## src/fas_defines.svh

```systemverilog
`ifndef FAS_DEFINES_SVH
`define FAS_DEFINES_SVH

// Input sample and FIR output width
`define FAS_SAMPLE_W 16

// FIR filter
`define FAS_TAPS 32
`define FAS_COEF_W 20      // Signed, 16 fraction bits

// Accepted samples before the FIR output counts
`define FAS_WARMUP 33
`define FAS_WARM_CNT_W 6   // Holds 0 to FAS_WARMUP

// FFT
`define FAS_FFT_N 16
`define FAS_BIN_IDX_W 4

// One real or imaginary part inside the butterflies
`define FAS_WORD_W 32

// Twiddle part, signed Q16
`define FAS_TW_W 32

`endif

```

## src/fas_pkg.sv

```systemverilog
`include "fas_defines.svh"

package fas_pkg;

    typedef struct packed {
        logic signed [`FAS_SAMPLE_W-1:0] re;
        logic signed [`FAS_SAMPLE_W-1:0] im;
    } cplx_t;

    typedef struct packed {
        logic signed [`FAS_WORD_W-1:0] re;
        logic signed [`FAS_WORD_W-1:0] im;
    } wide_cplx_t;

    typedef struct packed {
        logic signed [`FAS_TW_W-1:0] re;
        logic signed [`FAS_TW_W-1:0] im;
    } twiddle_t;

    // One state per FFT stage load, then one output cycle
    typedef enum logic [2:0] {PH_IDLE, PH_ST1, PH_ST2, PH_ST3, PH_ST4, PH_OUT} fft_phase_e;

    // Symmetric low-pass taps
    localparam logic signed [`FAS_COEF_W-1:0] FIR_COEF [`FAS_TAPS] = '{
        20'hFFF9E, 20'hFFF86, 20'hFFFA7, 20'h0003B, 20'h0014B, 20'h0024A, 20'h00222, 20'hFFFE4,
        20'hFFBC5, 20'hFF7CA, 20'hFF74E, 20'hFFD74, 20'h00B1A, 20'h01DAC, 20'h02F9E, 20'h03AA9,
        20'h03AA9, 20'h02F9E, 20'h01DAC, 20'h00B1A, 20'hFFD74, 20'hFF74E, 20'hFF7CA, 20'hFFBC5,
        20'hFFFE4, 20'h00222, 20'h0024A, 20'h0014B, 20'h0003B, 20'hFFFA7, 20'hFFF86, 20'hFFF9E
    };

    // W_k = cos(2 pi k / 16) - j sin(2 pi k / 16)
    localparam twiddle_t TWIDDLE [`FAS_FFT_N/2] = '{
        '{32'h00010000, 32'h00000000},
        '{32'h0000EC83, 32'hFFFF9E09},
        '{32'h0000B504, 32'hFFFF4AFC},
        '{32'h000061F7, 32'hFFFF137D},
        '{32'h00000000, 32'hFFFF0000},
        '{32'hFFFF9E09, 32'hFFFF137D},
        '{32'hFFFF4AFC, 32'hFFFF4AFC},
        '{32'hFFFF137D, 32'hFFFF9E09}
    };

endpackage

```

## src/fir_filter.sv

```systemverilog
`timescale 1ns/1ps
`include "fas_defines.svh"

module fir_filter (
    input  logic                            clk,
    input  logic                            rst,
    input  logic                            data_valid,
    input  logic signed [`FAS_SAMPLE_W-1:0] data,
    output logic                            fir_valid,
    output logic signed [`FAS_SAMPLE_W-1:0] fir_d
);

    logic signed [`FAS_SAMPLE_W-1:0] taps [`FAS_TAPS];   // taps[0] is the newest sample
    logic [`FAS_WARM_CNT_W-1:0]      warm_cnt;

    logic signed [`FAS_SAMPLE_W:0] pre_sum [`FAS_TAPS/2]; // Mirrored tap pairs
    logic signed [36:0]            prod [`FAS_TAPS/2];    // 17 x 20 bit
    logic signed [37:0]            sum_1 [8];
    logic signed [38:0]            sum_2 [4];
    logic signed [39:0]            sum_3 [2];
    logic signed [40:0]            acc;

    always_ff @(posedge clk)
    begin
        if (data_valid)
        begin
            taps[0] <= data;
            for (int i = 1; i < `FAS_TAPS; i++)
            begin
                taps[i] <= taps[i-1];
            end
        end
    end

    // Counts accepted samples and stops once the line is full
    always_ff @(posedge clk or posedge rst)
    begin
        if (rst)
        begin
            warm_cnt <= '0;
        end
        else if (data_valid && warm_cnt != `FAS_WARM_CNT_W'(`FAS_WARMUP))
        begin
            warm_cnt <= warm_cnt + `FAS_WARM_CNT_W'(1);
        end
    end

    // The coefficients mirror, so each pair shares one multiplier
    always_comb
    begin
        for (int k = 0; k < `FAS_TAPS/2; k++)
        begin
            pre_sum[k] = taps[k] + taps[`FAS_TAPS-1-k];
            prod[k]    = pre_sum[k] * fas_pkg::FIR_COEF[k];
        end
    end

    always_comb
    begin
        for (int k = 0; k < 8; k++)
        begin
            sum_1[k] = prod[2*k] + prod[2*k+1];
        end
        for (int k = 0; k < 4; k++)
        begin
            sum_2[k] = sum_1[2*k] + sum_1[2*k+1];
        end
        for (int k = 0; k < 2; k++)
        begin
            sum_3[k] = sum_2[2*k] + sum_2[2*k+1];
        end
        acc = sum_3[0] + sum_3[1];
    end

    assign fir_valid = data_valid && (warm_cnt == `FAS_WARM_CNT_W'(`FAS_WARMUP));

    // Drop 16 fraction bits, negative results get one added
    assign fir_d = {acc[40], acc[30:16]} + `FAS_SAMPLE_W'(acc[40]);

endmodule

```

## config.mk

```make
export PLATFORM = sky130hd
export DESIGN_NAME = fir_filter
export DESIGN_NICKNAME = d
export VERILOG_FILES = /design/src/fas_pkg.sv /design/src/fir_filter.sv
export VERILOG_INCLUDE_DIRS = /design/src
export SDC_FILE = /design/constraint.sdc
export NUM_CORES = 2
export LEC_CHECK = 0
export BUFFER_PORTS_ARGS = -buffer_cell sky130_fd_sc_hd__buf_2
export CAP_MARGIN = 40
export CORE_ASPECT_RATIO = 0.5
export CORE_MARGIN = 2
export CORE_UTILIZATION = 35
export DETAILED_ROUTE_END_ITERATION = 6
export PLACE_DENSITY = 0.58
export SYNTH_ARGS = -nofsm -noshare
export SYNTH_HDL_FRONTEND = slang
export SYNTH_SLANG_ARGS = --single-unit
```

## constraint.sdc

```tcl
create_clock -name clk -period 22 [get_ports clk]
set_input_delay 4.4 -clock clk [delete_from_list [all_inputs] [get_ports clk]]
set_output_delay 4.4 -clock clk [all_outputs]
set_load 0.005 [all_outputs]
```

==> run metrics <==
run status finished clean; CTS max path bufs 3; async set or reset register ratio after synthesis 1.16%; top-level port count 36; required time at the endpoint of the critical path 17600 ps; number of setup violations in the final report 0; number of synthesized register bits 518; synthesized area 90800 um2; routability cong. 1.00; antenna violations before repair 10; # H-tree levels 2; GR Util All Layers 20.1%; critical setup path kind reg2out; most repeated library cell on the critical path fa_1; clock-pin slew reported for the worst setup and hold paths after clock tree synthesis 70 ps; worst-path maximum fanout 7; number of cells produced by synthesis 8310; Crit. End Element output port; worst max-slew margin expressed relative to the limit 21.6%; max-cap violations 0; TritonCTS Sinks 518; IO buf count 35; post-route fraction of the period consumed by the critical path 97.6%; HPWL Detailed 231 mm; Die Height 364 um; share of the core filled with cells in the final layout 38.5%; post-route DRC violation count 0; Worst Hold Path Cells 0; final count of hold timing violations 0; Root Buffer clkbuf_16; cell count of the worst reg-to-reg path 6; GR Overflow Total 0; Worst Clk Skew 66.7 ps; tightest hold margin 451 ps; slew at the pin closest to its max-slew limit 1180 ps; count of TritonRoute iterations in the first routing pass 6; vias in the first global route 62000; fraction of final layout cells with drive strength greater than 1 5.82%; effective utilization at floorplan 35.1%; Synthesis Warnings 0; number of unique standard cell types used by synthesis 95; Total Wirelength 261 mm; Layout fillers 25300; Worst Hold Class reg2reg; number of DRC violations after detailed-routing iteration 0 4285; dpl ws 439 ps; FMAX 46.6 MHz; number of flops mapped to enable cells by yosys 512; placed inst area 96500 um2; wire length of the first global-routing pass 392 mm; standard-cell row count 132; fin crit period 21460 ps; Floorplan Core Area 258000 um2; die boundary width 724 um; final instance area 99400 um2; stage delay of the slowest cell on the critical path 590 ps; post-synthesis area per instance 10.9 um2; flip-flop cell with the highest count after synthesis edfxtp_1; CP Launch Type flip-flop; ratio of routed vias to standard cells 4.85; area of the die 264000 um2; pins over their slew limit 0; Net count, final 11700; critical path data arrival time 17060 ps; Crit-path slowest cell fa_1; vias after detailed routing 58700; post-detailed-route wirelength per cell 21.6 um; cts bufs inserted 58; share of the yosys chip area belonging to registers 17.1%; TritonCTS clock tree built; Layout Area Growth over Synthesis 9.52%; post-layout worst setup margin 538 ps; largest net degree at the start of global routing 188; source-to-sink clock delay at the later pin of the worst-skew pair 750 ps; residual antenna-violating net count after detailed routing 0
path summary, 6_finish.rpt:
| check | startpoint | to | slack (ps) |
|---|---|---|---|
| worst max-delay path | taps[1][96] | fir_d[12] | 540 |
| worst min-delay path | taps[0][232] | taps[0][248] | 450 |
| worst max register to register | warm_cnt[0] | warm_cnt[2] | 20650 |
| worst min register to register | taps[0][232] | taps[0][248] | 450 |
| max in group asynchronous | rst | warm_cnt[5] | 18190 |
| min in group asynchronous | rst | warm_cnt[3] | 3620 |
final cells by class:
type,count,area (um2),share of cell area [%]
multi-input combinational,5603,67800,68.2
sequential,518,15500,15.6
inverter,2171,8150,8.20
tap,3484,4360,4.39
timing repair buffer,211,1630,1.64
clock buffer,63,1470,1.48
clock inverter,47,500,0.504
antenna,2,5.00,0.00504
per-layer routing:
| layer | track usage, % | vias to the layer above | share of wire, % |
|---|---|---|---|
| met5 | 0 | - | 0.0034 |
| met4 | 4.57 | 2 | 2.8 |
| met3 | 3.42 | 243 | 6.1 |
| met2 | 32.9 | 1288 | 45 |
| met1 | 28.0 | 29900 | 46 |
| li1 | - | 27200 | - |
cells in the final DEF, fill, tap and decap left out, drive strengths merged, types with 19 or more instances in the layout:
cell       n
nand2    182
or3       44
o31ai     22
and2      28
nand3     90
xor2     182
a31oi     25
a21o     115
a21oi    280
nand2b    44
clkinv    30
clkbuf    64
nor3     109
o21a      53
a31o      19
edfxtp   512
or2       25
ha      1598
o21ai    157
fa      1553
nor2     248
a211oi    40
xnor2    350
o21bai    59
inv     2177
nor2b     65
nand4     27
buf      210
and3      50
registers in the layout (all words and copies together), names as in the netlist:
| name | flops |
|---|---|
| taps | 512 |
| warm_cnt | 6 |
Yosys cell counts, drive strengths merged, types with 27 or more instances:
library cell / number / area share (%)
a211oi: 40 / 0.34
a21o: 115 / 0.95
a21oi: 280 / 1.5
and2: 28 / 0.20
and3: 50 / 0.34
edfxtp: 512 / 17
fa: 1553 / 34
ha: 1598 / 22
inv: 2170 / 9.0
nand2: 182 / 0.75
nand2b: 44 / 0.30
nand3: 90 / 0.50
nand4: 27 / 0.19
nor2: 248 / 1.0
nor2b: 65 / 0.45
nor3: 109 / 0.61
o21a: 53 / 0.45
o21ai: 157 / 0.87
o21bai: 59 / 0.49
or3: 44 / 0.31
xnor2: 350 / 3.4
xor2: 182 / 1.8
critical path, delay by kind of cell, from the launching register on:
kind	cells	cell delay, ps
and+or+nand+nor	8	1760
xor gates and xnor gates	3	420
adders and majority gates	21	8810
DFF	1	550
buffers and inverters	10	930
AOI/OAI and AO/OA	23	3840
metrics by stage:
| stage | setup TNS, ps | cells |
|---|---|---|
| floorplan | 0 | 8311 |
| global placement | 0 | 11900 |
| detailed placement | 0 | 12000 |
| CTS | 0 | 12100 |
| global route | -79.6 | 12100 |
| finish | 0 | 12100 |
logic make-up after synthesis:
group	count (synthesis)	share of synthesized area, %
compound gates	937	6.87
xor+xnor	532	5.16
fa+ha+maj	3151	56.3
buf+inv	2190	9.08
flops	518	17.1
mux	19	0.226
other cells	1	0.00413
simple gates	962	5.27
repair_timing:
| action | 4_1_cts | 5_1_grt |
|---|---|---|
| pin swaps | 1 | 29 |
| setup endpoints to repair | 6 | 11 |
| setup buffers | 1 | 25 |
| gates resized for setup | 12 | 107 |
| hold buffers | 0 | 0 |
Power is not shown: default switching activity piles up to over one toggle a cycle in this logic, so the estimate is an artifact.
